$ cat src/source/pert_pkg.sv
// Perturbation unit shared definitions

package pert_pkg;

  //////////////////////////////////////////////////
  // Modes
  //////////////////////////////////////////////////

  typedef enum logic [1:0] {
    STALL_OFF    = 2'd0,
    STALL_FIXED  = 2'd1,
    STALL_RANDOM = 2'd2
  } stall_mode_e;

  typedef enum logic [1:0] {
    IRQ_PASS   = 2'd0,
    IRQ_RANDOM = 2'd1,
    IRQ_PC     = 2'd2
  } irq_mode_e;

  //////////////////////////////////////////////////
  // Bus types
  //////////////////////////////////////////////////

  typedef struct packed {
    logic        req;
    logic        we;
    logic [3:0]  be;
    logic [31:0] addr;
    logic [31:0] wdata;
  } mem_req_t;

  typedef struct packed {
    logic        gnt;
    logic        rvalid;
    logic [31:0] rdata;
  } mem_rsp_t;

  typedef struct packed {
    logic        req;
    logic        we;
    logic [14:0] addr;
    logic [31:0] wdata;
  } dbg_req_t;

  typedef struct packed {
    logic        gnt;
    logic        rvalid;
    logic [31:0] rdata;
  } dbg_rsp_t;

  //////////////////////////////////////////////////
  // Configuration
  //////////////////////////////////////////////////

  typedef struct packed {
    stall_mode_e mode;
    logic [7:0]  max_stall;
    logic [7:0]  gnt_stall;
    logic [7:0]  valid_stall;
  } stall_cfg_t;

  typedef struct packed {
    irq_mode_e   mode;
    logic [15:0] min_cycles;
    logic [15:0] max_cycles;
    logic [4:0]  min_id;
    logic [4:0]  max_id;
    logic [31:0] pc_trig;
  } irq_cfg_t;

  // Debug address bits 13:8 select the register window
  localparam logic [5:0] PERT_WINDOW = 6'd6;

  // Register indices, address bits 5:2
  localparam int unsigned REG_DATA_MODE   = 0;
  localparam int unsigned REG_DATA_MAX    = 1;
  localparam int unsigned REG_DATA_GNT    = 2;
  localparam int unsigned REG_DATA_VALID  = 3;
  localparam int unsigned REG_INSTR_MODE  = 4;
  localparam int unsigned REG_INSTR_MAX   = 5;
  localparam int unsigned REG_INSTR_GNT   = 6;
  localparam int unsigned REG_INSTR_VALID = 7;
  localparam int unsigned REG_IRQ_MODE    = 8;
  localparam int unsigned REG_IRQ_MIN_CYC = 9;
  localparam int unsigned REG_IRQ_MAX_CYC = 10;
  localparam int unsigned REG_IRQ_MIN_ID  = 11;
  localparam int unsigned REG_IRQ_MAX_ID  = 12;
  localparam int unsigned REG_IRQ_RESP_ID = 13;
  localparam int unsigned REG_IRQ_PC_TRIG = 14;

endpackage

$ cat src/source/pert_regfile.sv
// Perturbation register file
`timescale 1ns/10ps

module pert_regfile import pert_pkg::*; #(
  parameter int unsigned NUM_PERT_REGS = 15
) (
  input  logic       clk_i,
  input  logic       rst_ni,
  input  dbg_req_t   dbg_req_i,
  output dbg_rsp_t   dbg_rsp_o,
  output dbg_req_t   dbg_fwd_req_o,
  input  dbg_rsp_t   dbg_fwd_rsp_i,
  input  logic       resp_we_i,
  input  logic [4:0] resp_id_i,
  output stall_cfg_t instr_cfg_o,
  output stall_cfg_t data_cfg_o,
  output irq_cfg_t   irq_cfg_o
);

  logic [31:0] regs_q [NUM_PERT_REGS];
  logic [3:0]  reg_idx;
  logic        win_hit;
  logic        idx_ok;
  logic        fwd_req_d;
  logic        fwd_gnt;
  logic        fwd_req_q;
  logic        fwd_we_q;
  logic [14:0] fwd_addr_q;
  logic [31:0] fwd_wdata_q;
  logic        rvalid_q;
  logic [31:0] rdata_q;

  function automatic stall_cfg_t pack_stall(input logic [31:0] mode_w,
                                            input logic [31:0] max_w,
                                            input logic [31:0] gnt_w,
                                            input logic [31:0] valid_w);
    stall_cfg_t cfg;
    cfg.mode        = stall_mode_e'(mode_w[1:0]);
    cfg.max_stall   = max_w[7:0];
    cfg.gnt_stall   = gnt_w[7:0];
    cfg.valid_stall = valid_w[7:0];
    return cfg;
  endfunction

  assign reg_idx = dbg_req_i.addr[5:2];
  assign win_hit = dbg_req_i.req && (dbg_req_i.addr[13:8] == PERT_WINDOW);
  assign idx_ok  = 32'(reg_idx) < NUM_PERT_REGS;

  // Forwarded request drops once granted, the core lowers its own one cycle later
  assign fwd_gnt   = fwd_req_q & dbg_fwd_rsp_i.gnt;
  assign fwd_req_d = dbg_req_i.req & ~win_hit & ~fwd_gnt;

  //////////////////////////////////////////////////
  // Debug bus response
  //////////////////////////////////////////////////

  assign dbg_rsp_o.gnt    = win_hit | (dbg_req_i.req & fwd_gnt);
  assign dbg_rsp_o.rvalid = rvalid_q;
  assign dbg_rsp_o.rdata  = rdata_q;

  assign dbg_fwd_req_o.req   = fwd_req_q;
  assign dbg_fwd_req_o.we    = fwd_we_q;
  assign dbg_fwd_req_o.addr  = fwd_addr_q;
  assign dbg_fwd_req_o.wdata = fwd_wdata_q;

  always_ff @(posedge clk_i or negedge rst_ni) begin
    if (!rst_ni) begin
      fwd_req_q <= 1'b0;
      fwd_we_q  <= 1'b0;
      rvalid_q  <= 1'b0;
    end else begin
      fwd_req_q <= fwd_req_d;
      fwd_we_q  <= fwd_req_d & dbg_req_i.we;
      rvalid_q  <= win_hit | dbg_fwd_rsp_i.rvalid;
    end
  end

  always_ff @(posedge clk_i) begin
    fwd_addr_q  <= dbg_req_i.addr;
    fwd_wdata_q <= dbg_req_i.wdata;
    if (win_hit) begin
      rdata_q <= idx_ok ? regs_q[reg_idx] : '0;
    end else begin
      rdata_q <= dbg_fwd_rsp_i.rdata;
    end
  end

  //////////////////////////////////////////////////
  // Registers
  //////////////////////////////////////////////////

  always_ff @(posedge clk_i or negedge rst_ni) begin
    if (!rst_ni) begin
      for (int i = 0; i < NUM_PERT_REGS; i++) begin
        regs_q[i] <= '0;
      end
    end else begin
      if (win_hit && dbg_req_i.we && idx_ok && (32'(reg_idx) != REG_IRQ_RESP_ID)) begin
        regs_q[reg_idx] <= dbg_req_i.wdata;
      end
      // Response id comes only from the core
      if (resp_we_i) begin
        regs_q[REG_IRQ_RESP_ID] <= 32'(resp_id_i);
      end
    end
  end

  assign data_cfg_o  = pack_stall(regs_q[REG_DATA_MODE], regs_q[REG_DATA_MAX],
                                  regs_q[REG_DATA_GNT], regs_q[REG_DATA_VALID]);
  assign instr_cfg_o = pack_stall(regs_q[REG_INSTR_MODE], regs_q[REG_INSTR_MAX],
                                  regs_q[REG_INSTR_GNT], regs_q[REG_INSTR_VALID]);

  assign irq_cfg_o.mode       = irq_mode_e'(regs_q[REG_IRQ_MODE][1:0]);
  assign irq_cfg_o.min_cycles = regs_q[REG_IRQ_MIN_CYC][15:0];
  assign irq_cfg_o.max_cycles = regs_q[REG_IRQ_MAX_CYC][15:0];
  assign irq_cfg_o.min_id     = regs_q[REG_IRQ_MIN_ID][4:0];
  assign irq_cfg_o.max_id     = regs_q[REG_IRQ_MAX_ID][4:0];
  assign irq_cfg_o.pc_trig    = regs_q[REG_IRQ_PC_TRIG];

  // Window writes never meet an open forwarded request
  a_win_no_fwd : assert property (@(posedge clk_i) disable iff (!rst_ni)
    win_hit && dbg_req_i.we |-> !dbg_fwd_req_o.req);

endmodule

$ cat src/source/pert_stall_gen.sv
// Memory handshake stall generator
`timescale 1ns/10ps

module pert_stall_gen import pert_pkg::*; #(
  parameter logic [15:0] LFSR_SEED = 16'hACE1
) (
  input  logic       clk_i,
  input  logic       rst_ni,
  input  stall_cfg_t cfg_i,
  input  mem_req_t   core_req_i,
  output mem_rsp_t   core_rsp_o,
  output mem_req_t   mem_req_o,
  input  mem_rsp_t   mem_rsp_i
);

  typedef enum logic [1:0] {IDLE, GNT_WAIT, RSP_WAIT, RSP_HOLD} state_e;

  state_e      state_q, state_d;
  logic [7:0]  cnt_q, cnt_d;
  logic [15:0] lfsr_q;
  logic        lfsr_fb;
  logic [31:0] rdata_q;
  logic [8:0]  rand_span;
  logic [7:0]  gnt_delay;
  logic [7:0]  valid_delay;
  logic        stall_on;
  logic        fwd;

  assign stall_on = (cfg_i.mode == STALL_FIXED) || (cfg_i.mode == STALL_RANDOM);

  // Random delays from two LFSR bytes, limited to max_stall
  assign rand_span   = 9'(cfg_i.max_stall) + 9'd1;
  assign gnt_delay   = (cfg_i.mode == STALL_RANDOM) ?
                       8'(9'(lfsr_q[7:0]) % rand_span) : cfg_i.gnt_stall;
  assign valid_delay = (cfg_i.mode == STALL_RANDOM) ?
                       8'(9'(lfsr_q[15:8]) % rand_span) : cfg_i.valid_stall;

  assign lfsr_fb = lfsr_q[15] ^ lfsr_q[13] ^ lfsr_q[12] ^ lfsr_q[10];

  //////////////////////////////////////////////////
  // Handshake FSM
  //////////////////////////////////////////////////

  always_comb begin
    state_d    = state_q;
    cnt_d      = cnt_q;
    fwd        = 1'b0;
    mem_req_o  = core_req_i;
    core_rsp_o = mem_rsp_i;
    if (stall_on) begin
      core_rsp_o.rvalid = 1'b0;
      core_rsp_o.rdata  = rdata_q;
      unique case (state_q)
        IDLE: begin
          if (core_req_i.req) begin
            if (gnt_delay == 8'd0) begin
              fwd     = 1'b1;
              state_d = mem_rsp_i.gnt ? RSP_WAIT : GNT_WAIT;
              cnt_d   = 8'd0;
            end else begin
              state_d = GNT_WAIT;
              cnt_d   = gnt_delay - 8'd1;
            end
          end
        end
        GNT_WAIT: begin
          if (cnt_q == 8'd0) begin
            fwd = 1'b1;
            if (mem_rsp_i.gnt) begin
              state_d = RSP_WAIT;
            end
          end else begin
            cnt_d = cnt_q - 8'd1;
          end
        end
        RSP_WAIT: begin
          if (mem_rsp_i.rvalid) begin
            if (valid_delay == 8'd0) begin
              core_rsp_o.rvalid = 1'b1;
              core_rsp_o.rdata  = mem_rsp_i.rdata;
              state_d           = IDLE;
            end else begin
              cnt_d   = valid_delay - 8'd1;
              state_d = RSP_HOLD;
            end
          end
        end
        RSP_HOLD: begin
          if (cnt_q == 8'd0) begin
            core_rsp_o.rvalid = 1'b1;
            state_d           = IDLE;
          end else begin
            cnt_d = cnt_q - 8'd1;
          end
        end
      endcase
      mem_req_o.req  = core_req_i.req & fwd;
      core_rsp_o.gnt = mem_rsp_i.gnt & fwd;
    end else begin
      state_d = IDLE;
    end
  end

  always_ff @(posedge clk_i or negedge rst_ni) begin
    if (!rst_ni) begin
      state_q <= IDLE;
      cnt_q   <= '0;
      lfsr_q  <= LFSR_SEED;
    end else begin
      state_q <= state_d;
      cnt_q   <= cnt_d;
      lfsr_q  <= {lfsr_q[14:0], lfsr_fb};
    end
  end

  // Held read data
  always_ff @(posedge clk_i) begin
    if ((state_q == RSP_WAIT) && mem_rsp_i.rvalid) begin
      rdata_q <= mem_rsp_i.rdata;
    end
  end

  // One delayed core response per transaction
  a_rvalid_once : assert property (@(posedge clk_i) disable iff (!rst_ni)
    core_rsp_o.rvalid && stall_on |=> !(core_rsp_o.rvalid && stall_on));

  a_req_stable : assert property (@(posedge clk_i) disable iff (!rst_ni)
    mem_req_o.req && !mem_rsp_i.gnt |=> mem_req_o.req && $stable(mem_req_o.addr));

endmodule

$ cat src/source/pert_irq_gen.sv
// Interrupt injector
`timescale 1ns/10ps

module pert_irq_gen import pert_pkg::*; #(
  parameter logic [15:0] LFSR_SEED = 16'h1D87
) (
  input  logic        clk_i,
  input  logic        rst_ni,
  input  irq_cfg_t    cfg_i,
  input  logic        irq_i,
  input  logic [4:0]  irq_id_i,
  input  logic        irq_ack_i,
  input  logic [31:0] pc_i,
  output logic        irq_o,
  output logic [4:0]  irq_id_o,
  output logic        irq_ack_o,
  output logic        resp_we_o
);

  logic [15:0] lfsr_q;
  logic        lfsr_fb;
  logic [15:0] cnt_q;
  logic        irq_q;
  logic [4:0]  id_q;
  logic        ack_q;
  logic [16:0] cyc_span;
  logic [15:0] cyc_load;
  logic [15:0] cnt_load;
  logic [5:0]  id_span;
  logic [4:0]  rand_id;
  logic        pc_hit;

  assign lfsr_fb = lfsr_q[15] ^ lfsr_q[13] ^ lfsr_q[12] ^ lfsr_q[10];

  //////////////////////////////////////////////////
  // Random interval and id
  //////////////////////////////////////////////////

  assign cyc_span = (cfg_i.max_cycles >= cfg_i.min_cycles) ?
                    17'(cfg_i.max_cycles - cfg_i.min_cycles) + 17'd1 : 17'd1;
  assign cyc_load = 16'(17'(cfg_i.min_cycles) + (17'(lfsr_q) % cyc_span));
  // Load is one short since the counter starts a cycle after the ack
  assign cnt_load = (cyc_load == 16'd0) ? 16'd0 : cyc_load - 16'd1;

  assign id_span = (cfg_i.max_id >= cfg_i.min_id) ?
                   6'(cfg_i.max_id - cfg_i.min_id) + 6'd1 : 6'd1;
  assign rand_id = cfg_i.min_id + 5'(9'(lfsr_q[15:8]) % 9'(id_span));

  assign pc_hit = (pc_i == cfg_i.pc_trig);

  always_ff @(posedge clk_i or negedge rst_ni) begin
    if (!rst_ni) begin
      lfsr_q <= LFSR_SEED;
      cnt_q  <= '0;
      irq_q  <= 1'b0;
      ack_q  <= 1'b0;
    end else begin
      lfsr_q <= {lfsr_q[14:0], lfsr_fb};
      ack_q  <= irq_ack_i;
      case (cfg_i.mode)
        IRQ_RANDOM: begin
          if (irq_q) begin
            if (irq_ack_i) begin
              irq_q <= 1'b0;
              cnt_q <= cnt_load;
            end
          end else if (cnt_q <= 16'd1) begin
            irq_q <= 1'b1;
          end else begin
            cnt_q <= cnt_q - 16'd1;
          end
        end
        IRQ_PC: begin
          if (irq_q && irq_ack_i) begin
            irq_q <= 1'b0;
          end else if (pc_hit) begin
            irq_q <= 1'b1;
          end
        end
        default: begin
          // Pass-through, keep the interval armed
          irq_q <= 1'b0;
          cnt_q <= cnt_load;
        end
      endcase
    end
  end

  // Id frozen while an interrupt is pending
  always_ff @(posedge clk_i) begin
    if (!irq_q) begin
      id_q <= (cfg_i.mode == IRQ_PC) ? cfg_i.min_id : rand_id;
    end
  end

  assign irq_o     = (cfg_i.mode == IRQ_PASS) ? irq_i : irq_q;
  assign irq_id_o  = (cfg_i.mode == IRQ_PASS) ? irq_id_i : id_q;
  assign irq_ack_o = irq_ack_i;
  assign resp_we_o = irq_ack_i & ~ack_q;

  a_id_range : assert property (@(posedge clk_i) disable iff (!rst_ni)
    (cfg_i.mode == IRQ_RANDOM) && irq_o && (cfg_i.min_id <= cfg_i.max_id) |->
      (irq_id_o >= cfg_i.min_id) && (irq_id_o <= cfg_i.max_id));

endmodule

$ cat src/source/pert_unit.sv
// Perturbation unit top level
`timescale 1ns/10ps

module pert_unit import pert_pkg::*; #(
  parameter int unsigned NUM_PERT_REGS = 15,
  parameter logic [15:0] LFSR_SEED     = 16'hACE1
) (
  input  logic        clk_i,
  input  logic        rst_ni,
  input  mem_req_t    core_instr_req_i,
  output mem_rsp_t    core_instr_rsp_o,
  input  mem_req_t    core_data_req_i,
  output mem_rsp_t    core_data_rsp_o,
  output mem_req_t    mem_instr_req_o,
  input  mem_rsp_t    mem_instr_rsp_i,
  output mem_req_t    mem_data_req_o,
  input  mem_rsp_t    mem_data_rsp_i,
  input  dbg_req_t    dbg_req_i,
  output dbg_rsp_t    dbg_rsp_o,
  output dbg_req_t    dbg_fwd_req_o,
  input  dbg_rsp_t    dbg_fwd_rsp_i,
  input  logic        irq_i,
  input  logic [4:0]  irq_id_i,
  output logic        irq_o,
  output logic [4:0]  irq_id_o,
  input  logic        irq_ack_i,
  output logic        irq_ack_o,
  input  logic [4:0]  core_resp_id_i,
  output logic [4:0]  core_resp_id_o,
  input  logic [31:0] pc_i
);

  stall_cfg_t instr_cfg;
  stall_cfg_t data_cfg;
  irq_cfg_t   irq_cfg;
  logic       resp_we;

  assign core_resp_id_o = core_resp_id_i;

  pert_regfile #(.NUM_PERT_REGS(NUM_PERT_REGS)) u_regfile (
    .clk_i, .rst_ni, .dbg_req_i, .dbg_rsp_o, .dbg_fwd_req_o, .dbg_fwd_rsp_i,
    .resp_we_i   (resp_we),
    .resp_id_i   (core_resp_id_i),
    .instr_cfg_o (instr_cfg),
    .data_cfg_o  (data_cfg),
    .irq_cfg_o   (irq_cfg)
  );

  //////////////////////////////////////////////////
  // Stall channels, each with its own seed
  //////////////////////////////////////////////////

  pert_stall_gen #(.LFSR_SEED(LFSR_SEED)) u_instr_stall (
    .clk_i, .rst_ni,
    .cfg_i      (instr_cfg),
    .core_req_i (core_instr_req_i),
    .core_rsp_o (core_instr_rsp_o),
    .mem_req_o  (mem_instr_req_o),
    .mem_rsp_i  (mem_instr_rsp_i)
  );

  pert_stall_gen #(.LFSR_SEED((LFSR_SEED ^ 16'h5A5A) | 16'h0001)) u_data_stall (
    .clk_i, .rst_ni,
    .cfg_i      (data_cfg),
    .core_req_i (core_data_req_i),
    .core_rsp_o (core_data_rsp_o),
    .mem_req_o  (mem_data_req_o),
    .mem_rsp_i  (mem_data_rsp_i)
  );

  pert_irq_gen #(.LFSR_SEED((LFSR_SEED ^ 16'hA3C4) | 16'h0001)) u_irq_gen (
    .clk_i, .rst_ni,
    .cfg_i     (irq_cfg),
    .irq_i, .irq_id_i, .irq_ack_i, .pc_i, .irq_o, .irq_id_o, .irq_ack_o,
    .resp_we_o (resp_we)
  );

endmodule

$ cat config.mk
export PLATFORM = sky130hd
export DESIGN_NAME = pert_unit
export DESIGN_NICKNAME = d
export VERILOG_FILES = /design/src/source/pert_pkg.sv /design/src/source/pert_regfile.sv /design/src/source/pert_stall_gen.sv /design/src/source/pert_irq_gen.sv /design/src/source/pert_unit.sv
export SDC_FILE = /design/constraint.sdc
export NUM_CORES = 2
export LEC_CHECK = 0
export BUFFER_PORTS_ARGS = -buffer_cell sky130_fd_sc_hd__buf_4
export CAP_MARGIN = 20
export CORE_UTILIZATION = 55
export DETAILED_ROUTE_END_ITERATION = 16
export PLACE_DENSITY = 0.82
export SYNTH_ARGS = -nofsm -noshare
export SYNTH_HDL_FRONTEND = slang
export SYNTH_HIERARCHICAL = 1
export SYNTH_SLANG_ARGS = --single-unit
$ cat constraint.sdc
create_clock -name clk_i -period 89.8 [get_ports clk_i]
set_input_delay 17.96 -clock clk_i [delete_from_list [all_inputs] [get_ports clk_i]]
set_output_delay 17.96 -clock clk_i [all_outputs]
set_load 0.02 [all_outputs]
==> key figures <==
Outcome
  – Status: finished clean

Global routing
  – M3 GR Usage: 7.45%
  – Gr usage total: 31.8%
  – Total gr overflow: 0
  – Top Usage Layer GRT: met2
  – Met1 global-route usage: 40.6%
  – Vias in the first global route: 47400
  – First-pass GRT wire length: approximately 270 mm
  – Grt met2 use: 50.4%
  – Largest net degree at the start of global routing: 122
  – Initial antenna violation count: 8

Worst setup path
  – Crit path max fanout: 29
  – FF-to-FF path depth: 168
  – Crit path max-delay family: compound AO/OA/AOI/OAI gates
  – Slowest cell on the critical path: o41ai_4
  – Max stage delay on crit path: ~0.87 ns
  – CP startpoint: u_regfile/irq_cfg_o[70]
  – Worst Path Arrival: around 43 ns
  – R2R Path Start: u_regfile/irq_cfg_o[70]
  – Setup slack, reg-to-reg: 47.48 ns
  – CP Class: flip-flop to flip-flop
  – Startpoint Class: flip-flop
  – Reg-to-reg endpoint: u_irq_gen/cnt_q[10]
  – Worst EP required: 90.28 ns
  – WP buf/inv: 8
  – CP endpoint kind: flip-flop

Drt
  – Detail Route Antenna Nets: 0
  – Via/cell ratio: 6.55
  – Initial DRC Count: 4376
  – Vias: about 48000
  – Drt total wl: 174 mm
  – DRC: 0
  – Total iterations of the first detailed-routing run: 8
  – Routed WL per cell: between 20 and 25 um

Final layout
  – Footprint of the multi-input gates: roughly 36000 um^2
  – Layout cell share with drive strength beyond 1: 23.4%
  – P&R area growth vs syn: 8.03%
  – Fill cells: 8185
  – Reg area: approximately 18000 um^2
  – Nets: 6689

Yosys
  – Most common cell in the netlist: mux2_2
  – Async set or reset register ratio after synthesis: 79.4%
  – Post-synth top cells: 576 x mux2_2, 542 x dfrtp_1, 457 x ha_1
  – Post-synth EDFFs: 69
  – Largest family of logic cells by synthesized area: multiplexers
  – Main area contributors after synthesis: dfrtp_1 24%, mux2_2 11%, ha_1 9.9%
  – YS warnings: 6
  – Post-synthesis simple-gate area fraction: approximately an eighth
  – Compound-Gate Fraction of Synth Area: 16.8%
  – Adder-Cell Fraction of Synth Area: 10.5%
  – Syn Area/Cell: 9.75 um^2
  – Xor/xnor share of the synthesized area: between 4 and 5%
  – Synth Register Bits: between 700 and 800
  – Main synth FF type: dfrtp_1
  – Cell variety after synth: 140
  – Post-Synthesis Cells: 5908
  – Mapped Area: 57600 um^2
  – Register area share after synthesis: 31.1%
  – Proportion of synthesized area in mux cells: approximately 17%
  – Synth top area share: 23.5%
  – Biggest area consumer among synthesized cells: dfrtp_1

Floorplan
  – Core Area: slightly above 100000 um^2
  – Ports: 640
  – Die H: between 300 and 400 um
  – # rows: 118
  – Die Wd: 326 um
  – Die area: 106000 um^2
  – Initial core utilization: 55.6%

STA
  – Fmax: 23.6 MHz
  – Count of pins over their slew limit: 0
  – Final worst setup slack: roughly 47 ns
  – Slew HR: 19.1%
  – RSZ-0062 raised after global routing: false
  – Worst Max-Slew Pin Slew: 1.21 ns
  – Final setup violation count: 0
  – Worst Clk Skew: 0.0447 ns
  – Setup tns final: 0 ns
  – Final hold vios: 0
  – Final Cycle Share: 47.1%
  – Final min period: 42.32 ns

CTS
  – H-tree depth: 3
  – Total CTS buffers: 80
  – Setup repair bufs after CTS: 0
  – Post-CTS sizing: 0
  – CTS tree: built
  – Clock tree root driver cell: clkbuf_16
  – Clk buf depth: 3
  – Number of hold buffers added after cts: 0
  – Clk Latency, worst-skew pair: around 0.67 ns
  – Clk sink count: a little over 700
  – Clk slew on worst S/H paths: roughly 0.06 ns

Min path
  – Hold path start: u_data_stall/lfsr_q[3]
  – Worst Hold Class: flip-flop to flip-flop
  – WHS Path Cells: 0
  – Hold Path Sink: u_data_stall/lfsr_q[4]

Job
  – Reported max-cap violation count: 0

Placed design
  – Post-detail-place hpwl: 126 mm
  – Port buffer count: 363
  – Place WS: slightly below 50 ns
  – Gpl congestion: 0.997
-- how the worst max path moves through the flow --
stage	slack, ns	endpoint	depth (start not counted)
floorplan	52.21	core_data_rsp_o[10]	4
global placement	49.60	u_irq_gen/cnt_q[12]	164
detailed placement	48.33	u_irq_gen/cnt_q[13]	165
CTS	48.22	u_irq_gen/cnt_q[13]	165
global route	44.13	u_irq_gen/cnt_q[13]	175
finish	47.48	u_irq_gen/cnt_q[10]	168
-- worst reg2reg max path: cells and delay by family, from the launching register on --
family	cells	cell delay [ns]
AOI/OAI and AO/OA	103	25.58
buffers and inverters	8	1.37
DFF	1	0.41
xor gates and xnor gates	2	0.60
and+or+nand+nor	35	7.70
adders and majority gates	18	5.81
muxes	2	0.69
-- registers in the layout (all words and copies together) (netlist names), 26 cells and up --
signal	cells
u_data_stall/rdata_q	32
u_regfile/fwd_wdata_q	32
u_regfile/instr_cfg_o	26
u_regfile/irq_cfg_o	76
u_regfile/regs_q	352
u_regfile/data_cfg_o	26
u_regfile/rdata_q	32
u_instr_stall/rdata_q	32
-- layout make-up --
class | instances | area share [%]
antenna | 3 | 0.0121
sequential | 717 | 28.8
tap | 1380 | 2.77
timing repair buffer | 428 | 5.28
multi-input combinational | 4444 | 57.3
clock buffer | 116 | 3.84
clock inverter | 32 | 0.717
inverter | 206 | 1.24
-- per-stage QoR --
step	area, um^2	instances	utilization (%)	hold WS, ns
after CTS	62200	7318	60.0	0.388
after floorplan	57600	5909	-	0.366
after global routing	62300	7323	60.1	0.394
final	62300	7326	60.1	0.388
after detailed placement	59300	7170	57.2	0.380
after global placement	59300	7170	57.2	0.375
-- placed cells by master, fill, tap and decap left out, types with 23 or more instances in the layout --
master,instances
mux2_2,576
dfrtp_1,542
ha_1,457
buf_4,421
nand2_1,379
nor2_1,364
a21oi_1,245
o21ai_0,238
inv_1,201
xnor2_1,184
nor3_1,172
o21a_1,142
mux2i_1,105
o211ai_1,101
a21o_1,86
clkbuf_16,85
nand3_1,84
xor2_1,83
mux4_2,82
nor2b_1,79
dfxtp_1,79
edfxtp_1,69
or3_1,57
nand2b_1,57
nand4_1,52
a31oi_1,51
a211oi_1,47
or2_2,42
mux2_1,40
o31ai_1,38
o22ai_1,34
and2_1,33
a22oi_1,32
and3_1,30
nor4_1,28
dfstp_2,27
o21ai_1,24
a22o_1,23
-- kinds of logic (layout without fill, tap and decap cells) --
family	count (synthesis)	count (layout)
AOI/OAI and AO/OA	1382	1382
xor gates and xnor gates	269	269
adders and majority gates	475	475
buffers and inverters	748	782
DFF	717	717
muxes	806	806
other	1	5
and+or+nand+nor	1510	1510
-- metal layers --
layer  wire (um)  vias up
li1            -    21600
met1       69100    23300
met2       79000     2478
met3       17200      573
met4        8870       12
met5          77        -
Power is left out: the tool's default activity adds up to more than one toggle a clock period on the data nets, which glitch-free logic cannot reach.
